## src/include/adapter_settings.svh

```systemverilog
// ##############################
// L1.5 adapter settings
// Widths and depths shared by the
// packages and the top level
// ##############################

`ifndef ADAPTER_SETTINGS_SVH
`define ADAPTER_SETTINGS_SVH

`define ADAPTER_ADDR_WIDTH 40   // Physical address
`define ADAPTER_DATA_WIDTH 64   // One double-word per beat
`define ADAPTER_ID_WIDTH 4      // Cache-side request id
`define ADAPTER_PID_WIDTH 3     // Requester port id

// One bit gives two outstanding requests
`define ADAPTER_TID_WIDTH 1
`define ADAPTER_INVAL_DEPTH 4   // Dcache invalidation queue

`endif

```

## src/mem_pkg.sv

```systemverilog
// ##############################
// Cache-side memory types
// Request kinds, ids and the
// invalidation queue entry
// ##############################
`default_nettype none
`include "adapter_settings.svh"

package mem_pkg;

    typedef enum logic [2:0] {
        IFILL,
        READ,
        WRITE,
        UNC_READ,
        UNC_WRITE
    } req_kind_t;

    typedef logic [`ADAPTER_ADDR_WIDTH-1:0] mem_addr_t;
    typedef logic [`ADAPTER_DATA_WIDTH-1:0] mem_data_t;
    typedef logic [`ADAPTER_DATA_WIDTH/8-1:0] mem_be_t;
    typedef logic [`ADAPTER_ID_WIDTH-1:0] mem_id_t;
    typedef logic [`ADAPTER_PID_WIDTH-1:0] mem_pid_t;

    typedef struct packed {
        mem_addr_t line_addr;   // 16-byte aligned
    } inval_entry_t;

    // L1.5 is big-endian, the cache side little-endian
    function automatic mem_data_t swap_bytes(input mem_data_t d);
        mem_data_t s;
        for (int i = 0; i < $bits(mem_data_t) / 8; i++) begin
            s[i*8 +: 8] = d[($bits(mem_data_t) / 8 - 1 - i)*8 +: 8];
        end
        return s;
    endfunction

endpackage

`default_nettype wire

```

## src/l15_pkg.sv

```systemverilog
// ##############################
// L1.5 interface types
// OpenPiton request and return
// encodings, size and thread id
// ##############################
`default_nettype none
`include "adapter_settings.svh"

package l15_pkg;

    typedef enum logic [4:0] {
        LOAD  = 5'b00000,
        STORE = 5'b00001,
        IMISS = 5'b10000
    } l15_rqtype_t;

    typedef enum logic [3:0] {
        LOAD_RET  = 4'b0000,
        IFILL_RET = 4'b0001,
        EVICT_REQ = 4'b0011,   // Invalidation only, no requester
        ST_ACK    = 4'b0100,
        ERR_RET   = 4'b1100
    } l15_rettype_t;

    // 0..3 give 1..8 bytes, 7 a whole line
    typedef logic [2:0] l15_size_t;

    typedef logic [`ADAPTER_TID_WIDTH-1:0] l15_tid_t;

    localparam int unsigned NUM_TIDS = 2 ** `ADAPTER_TID_WIDTH;

endpackage

`default_nettype wire

```

## src/tid_table_if.sv

```systemverilog
// ##############################
// Thread table interface
// Write from request control,
// read by the return thread id
// ##############################
`timescale 1ns/1ps
`default_nettype none

interface tid_table_if import mem_pkg::*; import l15_pkg::*; ();

    logic     wr_en;
    l15_tid_t wr_tid;
    mem_id_t  wr_id;
    mem_pid_t wr_pid;
    l15_tid_t rd_tid;   // From the return decoder
    mem_id_t  rd_id;
    mem_pid_t rd_pid;

    modport ctrl (output wr_en, wr_tid, wr_id, wr_pid);
    modport tbl (input wr_en, wr_tid, wr_id, wr_pid, rd_tid, output rd_id, rd_pid);

endinterface

`default_nettype wire

```

## src/fifo_reg.sv

```systemverilog
// ##############################
// Register FIFO
// Circular buffer, optionally
// prefilled with its own indices
// ##############################
`timescale 1ns/1ps
`default_nettype none

module fifo_reg #(
    parameter int unsigned DEPTH = 2,
    parameter bit PREFILL = 1'b0,
    parameter type fifo_data_t = logic
) (
    input  logic       clk_i,
    input  logic       rst_ni,
    input  logic       push_i,
    input  fifo_data_t data_i,
    output logic       full_o,
    input  logic       pop_i,
    output fifo_data_t data_o,
    output logic       valid_o
);
    localparam int unsigned PTR_W = (DEPTH > 1) ? $clog2(DEPTH) : 1;
    localparam int unsigned CNT_W = $clog2(DEPTH + 1);
    localparam int unsigned DATA_W = $bits(fifo_data_t);

    fifo_data_t mem_q [DEPTH];
    logic [PTR_W-1:0] wr_ptr_q;
    logic [PTR_W-1:0] rd_ptr_q;
    logic [CNT_W-1:0] count_q;
    logic do_push;
    logic do_pop;

    assign full_o  = (count_q == CNT_W'(DEPTH));
    assign valid_o = (count_q != '0);
    assign data_o  = mem_q[rd_ptr_q];
    assign do_push = push_i && !full_o;
    assign do_pop  = pop_i && valid_o;

    always_ff @(posedge clk_i or negedge rst_ni) begin
        if (!rst_ni) begin
            wr_ptr_q <= '0;   // Wrapped already when prefilled
            rd_ptr_q <= '0;
            count_q  <= PREFILL ? CNT_W'(DEPTH) : '0;
        end else begin
            if (do_push) begin
                wr_ptr_q <= (wr_ptr_q == PTR_W'(DEPTH - 1)) ? '0 : wr_ptr_q + 1'b1;
            end
            if (do_pop) begin
                rd_ptr_q <= (rd_ptr_q == PTR_W'(DEPTH - 1)) ? '0 : rd_ptr_q + 1'b1;
            end
            count_q <= count_q + CNT_W'(do_push) - CNT_W'(do_pop);
        end
    end

    if (PREFILL) begin : g_prefill
        always_ff @(posedge clk_i or negedge rst_ni) begin
            if (!rst_ni) begin
                for (int i = 0; i < DEPTH; i++) begin
                    mem_q[i] <= fifo_data_t'(DATA_W'(i));   // Entry i holds i
                end
            end else if (do_push) begin
                mem_q[wr_ptr_q] <= data_i;
            end
        end
    end else begin : g_plain
        always_ff @(posedge clk_i) begin
            if (do_push) begin
                mem_q[wr_ptr_q] <= data_i;
            end
        end
    end

endmodule

`default_nettype wire

```

## src/req_ctrl.sv

```systemverilog
// ##############################
// Request control
// L1.5 request FSM with a pool
// of free thread ids
// ##############################
`timescale 1ns/1ps
`default_nettype none

module req_ctrl import mem_pkg::*; import l15_pkg::*; (
    input  logic     clk_i,
    input  logic     rst_ni,
    input  logic     req_valid_i,
    input  mem_id_t  req_id_i,
    input  mem_pid_t req_pid_i,
    output logic     req_ready_o,
    output logic     l15_val_o,
    output l15_tid_t l15_threadid_o,
    input  logic     l15_header_ack_i,
    input  logic     l15_ack_i,
    input  logic     tid_release_i,
    input  l15_tid_t tid_release_id_i,
    tid_table_if.ctrl tbl
);
    typedef enum logic [1:0] {
        IDLE,
        WAIT_HEADER_ACK,
        WAIT_ACK
    } state_t;

    state_t   state_q;
    state_t   state_d;
    logic     pool_valid;
    l15_tid_t pool_head;
    logic     done;

    // Never overflows, only ids handed out come back
    fifo_reg #(
        .DEPTH       (NUM_TIDS),
        .PREFILL     (1'b1),
        .fifo_data_t (l15_tid_t)
    ) u_tid_pool (
        .clk_i,
        .rst_ni,
        .push_i  (tid_release_i),
        .data_i  (tid_release_id_i),
        .full_o  (),
        .pop_i   (done),
        .data_o  (pool_head),
        .valid_o (pool_valid)
    );

    always_comb begin
        state_d   = state_q;
        l15_val_o = 1'b0;
        done      = 1'b0;
        case (state_q)
            IDLE: begin
                if (req_valid_i && pool_valid) begin
                    l15_val_o = 1'b1;
                    if (!l15_header_ack_i) begin
                        state_d = WAIT_HEADER_ACK;
                    end else if (l15_ack_i) begin
                        done = 1'b1;   // Both acks at once
                    end else begin
                        state_d = WAIT_ACK;
                    end
                end
            end
            WAIT_HEADER_ACK: begin
                l15_val_o = 1'b1;
                if (l15_header_ack_i) begin
                    done    = l15_ack_i;
                    state_d = l15_ack_i ? IDLE : WAIT_ACK;
                end
            end
            WAIT_ACK: begin
                // Valid is down but fields still held by the cache
                if (l15_ack_i) begin
                    done    = 1'b1;
                    state_d = IDLE;
                end
            end
            default: state_d = IDLE;
        endcase
    end

    always_ff @(posedge clk_i or negedge rst_ni) begin
        if (!rst_ni) begin
            state_q <= IDLE;
        end else begin
            state_q <= state_d;
        end
    end

    assign req_ready_o    = done;
    assign l15_threadid_o = pool_head;

    assign tbl.wr_en  = done;   // Requester info stored against the id
    assign tbl.wr_tid = pool_head;
    assign tbl.wr_id  = req_id_i;
    assign tbl.wr_pid = req_pid_i;

endmodule

`default_nettype wire

```

## src/req_encode.sv

```systemverilog
// ##############################
// Request encoder
// Maps cache requests to L1.5
// type, size, address and data
// ##############################
`timescale 1ns/1ps
`default_nettype none

module req_encode import mem_pkg::*; import l15_pkg::*; (
    input  req_kind_t   req_kind_i,
    input  logic        req_cacheable_i,
    input  mem_addr_t   req_addr_i,
    input  l15_size_t   req_size_i,
    input  mem_data_t   req_wdata_i,
    input  mem_be_t     req_be_i,
    output l15_rqtype_t l15_rqtype_o,
    output logic        l15_nc_o,
    output l15_size_t   l15_size_o,
    output mem_addr_t   l15_address_o,
    output mem_data_t   l15_data_o
);
    l15_size_t st_size;
    logic [2:0] st_offset;
    mem_data_t lane_data;
    mem_data_t st_data;

    // Store size and lowest enabled byte
    always_comb begin
        st_offset = '0;
        for (int i = $bits(mem_be_t) - 1; i >= 0; i--) begin
            if (req_be_i[i]) begin
                st_offset = 3'(i);
            end
        end
        case ($countones(req_be_i))
            1: st_size = 3'd0;
            2: st_size = 3'd1;
            4: st_size = 3'd2;
            default: st_size = 3'd3;
        endcase
        if (st_size == 3'd3) begin
            st_offset = '0;   // Odd masks go out as a full double-word
        end
    end

    assign lane_data = req_wdata_i >> {st_offset, 3'b000};

    // Uncached stores replicate the enabled bytes
    always_comb begin
        case (st_size[1:0])
            2'd0: st_data = {8{lane_data[7:0]}};
            2'd1: st_data = {4{lane_data[15:0]}};
            2'd2: st_data = {2{lane_data[31:0]}};
            default: st_data = req_wdata_i;
        endcase
        if (req_kind_i != UNC_WRITE) begin
            st_data = req_wdata_i;
        end
    end

    always_comb begin
        l15_address_o = req_addr_i;
        case (req_kind_i)
            IFILL: begin
                l15_rqtype_o = IMISS;
                l15_size_o   = req_cacheable_i ? 3'd7 : 3'd2;   // Line or 4 bytes
            end
            WRITE, UNC_WRITE: begin
                l15_rqtype_o  = STORE;
                l15_size_o    = st_size;
                l15_address_o = {req_addr_i[$bits(mem_addr_t)-1:3], st_offset};
            end
            default: begin
                l15_rqtype_o = LOAD;
                l15_size_o   = req_size_i;
            end
        endcase
    end

    assign l15_nc_o   = !req_cacheable_i;
    assign l15_data_o = swap_bytes(st_data);

endmodule

`default_nettype wire

```

## src/resp_decode.sv

```systemverilog
// ##############################
// Return decoder
// Acknowledge, routing, data swap
// and dcache invalidations
// ##############################
`timescale 1ns/1ps
`default_nettype none

module resp_decode import mem_pkg::*; import l15_pkg::*; (
    input  logic         l15_rtrn_val_i,
    input  l15_rettype_t l15_returntype_i,
    input  l15_tid_t     l15_rtrn_threadid_i,
    input  mem_data_t    l15_rtrn_data_i,
    input  logic         l15_inval_dcache_i,
    input  mem_addr_t    l15_inval_address_i,
    output logic         l15_req_ack_o,
    input  logic         resp_ready_i,
    output logic         resp_valid_o,
    output logic         resp_error_o,
    output mem_data_t    resp_data_o,
    output logic         tid_release_o,
    output logic         inval_push_o,
    input  logic         inval_full_i,
    output inval_entry_t inval_entry_o,
    output l15_tid_t     rd_tid_o
);
    logic is_evict;
    logic inval_room;

    assign is_evict   = (l15_returntype_i == EVICT_REQ);
    assign inval_room = !l15_inval_dcache_i || !inval_full_i;

    // Evictions need no requester, only queue room
    assign l15_req_ack_o = l15_rtrn_val_i && inval_room && (is_evict || resp_ready_i);
    assign resp_valid_o  = l15_rtrn_val_i && inval_room && !is_evict;

    assign resp_error_o = (l15_returntype_i == ERR_RET);
    assign resp_data_o  = swap_bytes(l15_rtrn_data_i);
    assign rd_tid_o     = l15_rtrn_threadid_i;   // Table lookup of the requester

    assign tid_release_o = resp_valid_o && resp_ready_i;

    assign inval_push_o = l15_req_ack_o && l15_inval_dcache_i;
    assign inval_entry_o.line_addr = {l15_inval_address_i[$bits(mem_addr_t)-1:4], 4'b0000};

endmodule

`default_nettype wire

```

## src/thread_table.sv

```systemverilog
// ##############################
// Thread table
// Request id and port id per
// L1.5 thread id
// ##############################
`timescale 1ns/1ps
`default_nettype none

module thread_table import mem_pkg::*; import l15_pkg::*; (
    input  logic clk_i,
    input  logic rst_ni,
    tid_table_if.tbl tbl
);
    mem_id_t  id_q  [NUM_TIDS];
    mem_pid_t pid_q [NUM_TIDS];

    always_ff @(posedge clk_i or negedge rst_ni) begin
        if (!rst_ni) begin
            for (int i = 0; i < NUM_TIDS; i++) begin
                id_q[i]  <= '0;
                pid_q[i] <= '0;
            end
        end else if (tbl.wr_en) begin
            id_q[tbl.wr_tid]  <= tbl.wr_id;
            pid_q[tbl.wr_tid] <= tbl.wr_pid;
        end
    end

    // Same-cycle lookup for the return path
    assign tbl.rd_id  = id_q[tbl.rd_tid];
    assign tbl.rd_pid = pid_q[tbl.rd_tid];

endmodule

`default_nettype wire

```

## src/l15_adapter.sv

```systemverilog
// ##############################
// Cache to L1.5 adapter
// Encodes cache requests for the
// L1.5, routes returns by thread
// id, queues invalidations
// ##############################
`timescale 1ns/1ps
`default_nettype none
`include "adapter_settings.svh"

module l15_adapter import mem_pkg::*; import l15_pkg::*; (
    input  logic         clk_i,
    input  logic         rst_ni,
    input  logic         req_valid_i,
    input  req_kind_t    req_kind_i,
    input  logic         req_cacheable_i,
    input  mem_id_t      req_id_i,
    input  mem_pid_t     req_pid_i,
    input  mem_addr_t    req_addr_i,
    input  l15_size_t    req_size_i,
    input  mem_data_t    req_wdata_i,
    input  mem_be_t      req_be_i,
    output logic         req_ready_o,
    output logic         l15_val_o,
    output l15_rqtype_t  l15_rqtype_o,
    output logic         l15_nc_o,
    output l15_size_t    l15_size_o,
    output l15_tid_t     l15_threadid_o,
    output mem_addr_t    l15_address_o,
    output mem_data_t    l15_data_o,
    input  logic         l15_header_ack_i,
    input  logic         l15_ack_i,
    input  logic         l15_rtrn_val_i,
    input  l15_rettype_t l15_returntype_i,
    input  l15_tid_t     l15_rtrn_threadid_i,
    input  mem_data_t    l15_rtrn_data_i,
    input  logic         l15_inval_dcache_i,
    input  mem_addr_t    l15_inval_address_i,
    output logic         l15_req_ack_o,
    input  logic         resp_ready_i,
    output logic         resp_valid_o,
    output logic         resp_error_o,
    output mem_id_t      resp_id_o,
    output mem_pid_t     resp_pid_o,
    output mem_data_t    resp_data_o,
    input  logic         inval_ready_i,
    output logic         inval_valid_o,
    output mem_addr_t    inval_addr_o
);
    logic         tid_release;
    logic         inval_push;
    logic         inval_full;
    inval_entry_t inval_entry;
    inval_entry_t inval_head;

    tid_table_if tbl ();

    req_ctrl u_req_ctrl (
        .tid_release_i    (tid_release),
        .tid_release_id_i (l15_rtrn_threadid_i),
        .*
    );

    req_encode u_req_encode (.*);

    resp_decode u_resp_decode (
        .tid_release_o (tid_release),
        .inval_push_o  (inval_push),
        .inval_full_i  (inval_full),
        .inval_entry_o (inval_entry),
        .rd_tid_o      (tbl.rd_tid),
        .*
    );

    thread_table u_thread_table (.*);

    fifo_reg #(
        .DEPTH       (`ADAPTER_INVAL_DEPTH),
        .PREFILL     (1'b0),
        .fifo_data_t (inval_entry_t)
    ) u_inval_fifo (
        .clk_i,
        .rst_ni,
        .push_i  (inval_push),
        .data_i  (inval_entry),
        .full_o  (inval_full),
        .pop_i   (inval_ready_i),
        .data_o  (inval_head),
        .valid_o (inval_valid_o)
    );

    assign resp_id_o    = tbl.rd_id;
    assign resp_pid_o   = tbl.rd_pid;
    assign inval_addr_o = inval_head.line_addr;

endmodule

`default_nettype wire

```

## config.mk

```make
export PLATFORM = sky130hd
export DESIGN_NAME = l15_adapter
export DESIGN_NICKNAME = d
export VERILOG_FILES = /design/src/mem_pkg.sv /design/src/l15_pkg.sv /design/src/tid_table_if.sv /design/src/fifo_reg.sv /design/src/req_ctrl.sv /design/src/req_encode.sv /design/src/resp_decode.sv /design/src/thread_table.sv /design/src/l15_adapter.sv
export VERILOG_INCLUDE_DIRS = /design/src /design/src/include
export SDC_FILE = /design/constraint.sdc
export NUM_CORES = 1
export LEC_CHECK = 0
export BUFFER_PORTS_ARGS = -buffer_cell sky130_fd_sc_hd__buf_2
export CELL_PAD_IN_SITES_DETAIL_PLACEMENT = 0
export CELL_PAD_IN_SITES_GLOBAL_PLACEMENT = 1
export CORE_AREA = 2 2 183 185
export CTS_CLUSTER_DIAMETER = 150
export CTS_CLUSTER_SIZE = 24
export DETAILED_ROUTE_END_ITERATION = 7
export DIE_AREA = 0 0 185 187
export PLACE_DENSITY_LB_ADDON = 0.1
export SLEW_MARGIN = 15
export SYNTH_ARGS = -nofsm -noshare
export SYNTH_HDL_FRONTEND = slang
export SYNTH_SLANG_ARGS = --single-unit
```

## constraint.sdc

```tcl
create_clock -name clk_i -period 7.89 [get_ports clk_i]
set_input_delay 1.578 -clock clk_i [delete_from_list [all_inputs] [get_ports clk_i]]
set_output_delay 1.578 -clock clk_i [all_outputs]
set_load 0.02 [all_outputs]
```

==> impl_metrics.csv <==
group,metric,value,unit
power_and_ir_drop,p_total,3670,µW
clocking,h-tree-depth,4,
final_layout,area_delta_synth_final,16.2,%
worst_setup_path,start_kind,"primary input",
final_layout,fill_cells,3340,
power_and_ir_drop,power.density,283,nW/µm²
worst_hold_path,hp-start,"u_req_ctrl.state_q[1]",
timing,max_slew.worst_pin.slew,1.04,ns
worst_setup_path,reg2regPathDepth,7,
timing,period_minus_slack,7.61,ns
die,rows,67,
synthesis,synth_async_sr_flop_share,0.168,
timing,setup_viol,0,
worst_setup_path,worstSetupPathType,"primary input to output pin",
clocking,clk_pin_slew,0.06,ns
synthesis,ys_seq_area_frac,0.452,
synthesis,netlist_area,11200,µm²
timing,maxSlewHeadroom,0.304,
worst_setup_path,crit_start,"req_be_i[6]",
clocking,cts_sinks,173,
clocking,ctsResizeCount,0,
routing,routed.top_layer,"met5",
clocking,cts_tree,"yes",
timing,hold_viol,0,
placement,io_buffers,261,
global_route,grt-ovfl-total,0,
synthesis,ys.warnings.count,0,
timing,rsz0062_at_grt,"no",
synthesis,postSynthAreaPerCell,11.2,µm²
flow_run,max_cap_viol_count,0,
worst_setup_path,crit_path_max_fanout,9,
routing,ant_nets,0,
worst_setup_path,path_cells,"buf_2 -> ha_1 -> fa_1 -> inv_1 -> fa_1 -> inv_1 -> ha_1 -> inv_1 -> fa_1 -> and4bb_2 -> a22o_1 -> nand2_2 -> buf_4 -> and2_1 -> buf_4 -> o2111ai_1 -> o2111ai_1 -> a21boi_0 -> buf_2",
placement,hpwl,25.4,mm
die,core_area,32900,µm²
power_and_ir_drop,irDropWorstVdd,0.223,mV
routing,num_vias,8572,
worst_setup_path,critPathBufInv,7,
final_layout,postLayoutCoreUtil,0.396,
timing,whs,0.465,ns
clocking,insertion_delay,0.42,ns
final_layout,finalInstanceArea,13000,µm²
power_and_ir_drop,p_leak,0.00511,µW
worst_hold_path,min_path_cells,1,
worst_setup_path,cp_slowest_cell,"fa_1",
final_layout,final_nets,1431,
timing,tns,0,ns
clocking,clockBufferDepth,2,
synthesis,synth_ff_type,"edfxtp_1",
worst_setup_path,cpPeakStageDelay,0.55,ns
global_route,grt_pass1_vias,8709,
timing,slew_viol_final,0,
die,io-pin-count,475,
routing,routed_wl,34.7,mm
synthesis,synthCells,995,
clocking,clockRootBuffer,"clkbuf_16",
worst_setup_path,crit_path_end_kind,"output pin",
routing,wl_met3,2.65,mm
global_route,grt.total_usage,0.200,
final_layout,layout-drive-gt1-share,0.392,
global_route,grt_start_max_net_pins,50,
clocking,hold_buffers,0,
routing,m1WireLength,14.5,mm
final_layout,final_common_cell,"buf_2",
die,start_util,0.340,
die,die_area,34600,µm²
timing,fmaxAchievable,131,MHz
clocking,cts_inserted_buffers,17,
worst_hold_path,hold_class,"flip-flop to flip-flop",
timing,clock_skew,0.00718,ns
placement,place_congestion,0.833,
placement,place_area,12500,µm²
routing,wl_met2,16.8,mm
timing,fin_crit_sh,0.965,
final_layout,layout_common_cells,"buf_2 (261), edfxtp_1 (144), nor2_1 (88)",
worst_setup_path,rr_startpoint,"u_inval_fifo.count_q[1]",
synthesis,synth-seq-cells,173,
die,dieHeight,187,µm
global_route,grt_pass1_wl,52.2,mm
outcome,status,"finished clean",
routing,drt_iter0_drc,447,
clocking,postCtsSetupRepairBufs,0,
routing,drc,0,
worst_setup_path,cp_num_cells,19,
routing,wl_per_cell,21.3,µm
die,die_w,185,µm
routing,dr.pass1.iters,5,
worst_setup_path,crit_required,6.31,ns
worst_setup_path,arrival,6.03,ns
synthesis,synth_cell_types,80,
synthesis,synth-edff-count,144,
worst_setup_path,cp_top_family,"adder cells",
routing,viasPerCell,5.27,
global_route,antenna_found_initial,6,
Yosys cell counts, types with 6 or more instances:
cell type	number	area, µm²
or3_1	14	87.6
nand3_1	11	55.1
a21oi_1	34	170
a22oi_1	10	75.1
nor2_1	89	334
a31oi_1	13	81.3
buf_4	111	833
a21boi_1	9	67.6
dfrtp_1	27	676
o21ai_1	7	35.0
o21ai_0	20	100
mux2_2	43	484
mux2i_1	18	180
o21a_1	28	210
inv_1	41	154
o211ai_1	8	60.1
o22ai_1	6	37.5
a21o_1	16	120
nor3_1	27	135
ha_1	17	213
buf_1	6	22.5
edfxtp_1	144	4320
o221ai_1	13	114
nand2_1	47	176
o2111ai_1	9	78.8
a2111oi_0	18	158
clkbuf_1	32	120
and2_1	11	68.8
buf_2	20	100
mux4_2	36	811
xnor2_1	7	61.3
a211o_1	9	78.8
worst paths after layout:
path | slack (ns) | endpoint
hold reg to reg | 0.46 | u_req_ctrl.state_q[0]
setup reg to reg | 5.44 | u_inval_fifo.mem_q[0][26]
hold / removal | 0.46 | u_req_ctrl.state_q[0]
min in group asynchronous | 1.20 | u_req_ctrl.state_q[1]
setup / recovery | 0.28 | l15_data_o[13]
max in group asynchronous | 6.21 | u_inval_fifo.rd_ptr_q[0]
worst reg2reg max path, cell delays in order, from the launching register on:
cell,delay [ns]
dfrtp_1,0.43
nor2_1,0.09
nand3_1,0.09
nand2_1,0.07
nor2_1,0.16
nand3_1,0.15
inv_1,0.17
and2_2,0.87
through the flow:
stage,cells,setup WS [ns]
final,1627,0.279
after global routing,1625,0.0364
after CTS,1625,0.251
after detailed placement,1594,0.278
after global placement,1594,0.291
after floorplan,1001,0.622
state kept, by name (all words and copies together) (netlist names):
| register | flops |
|---|---|
| u_req_ctrl.u_tid_pool.rd_ptr_q | 1 |
| u_req_ctrl.u_tid_pool.mem_q | 2 |
| u_inval_fifo.rd_ptr_q | 2 |
| u_req_ctrl.u_tid_pool.wr_ptr_q | 1 |
| u_req_ctrl.u_tid_pool.count_q | 2 |
| u_inval_fifo.mem_q | 144 |
| u_thread_table.id_q | 8 |
| u_inval_fifo.count_q | 3 |
| u_thread_table.pid_q | 6 |
| u_req_ctrl.state_q | 2 |
| u_inval_fifo.wr_ptr_q | 2 |
power breakdown:
group / total (µW) / switching, µW / leakage, µW / internal [µW]
Clock: 742 / 341 / 0.000236 / 401
Combinational: 1750 / 1050 / 0.00323 / 704
Sequential: 1180 / 59.5 / 0.00164 / 1120
Total: 3670 / 1450 / 0.00511 / 2220
layer usage:
layer  vias to the layer above  track usage
met2                       289        0.332
met1                      4221        0.246
li1                       3999            -
met4                         8       0.0665
met5                         -            0
met3                        55       0.0617
logic make-up after synthesis:
group / Yosys count / share of synthesized area
buffers and inverters: 213 / 0.112
XOR/XNOR: 9 / 0.00705
AO/OA/AOI/OAI: 248 / 0.170
AND/OR/NAND/NOR: 231 / 0.0977
other: 1 / 0.000335
multiplexers: 98 / 0.133
adder cells (fa/ha/maj): 22 / 0.0280
flip-flops: 173 / 0.452
cell type report:
type / instances / area (µm²) / share of cell area
Sequential cell: 173 / 5050 / 0.389
Clock buffer: 18 / 429 / 0.0330
Tap cell: 448 / 561 / 0.0431
Inverter: 41 / 154 / 0.0118
Timing Repair Buffer: 317 / 1780 / 0.137
Antenna cell: 2 / 5.00 / 0.000385
Clock inverter: 13 / 93.8 / 0.00722
Multi-Input combinational cell: 615 / 4930 / 0.379
Note: power is estimated with default switching activity, not from simulation.
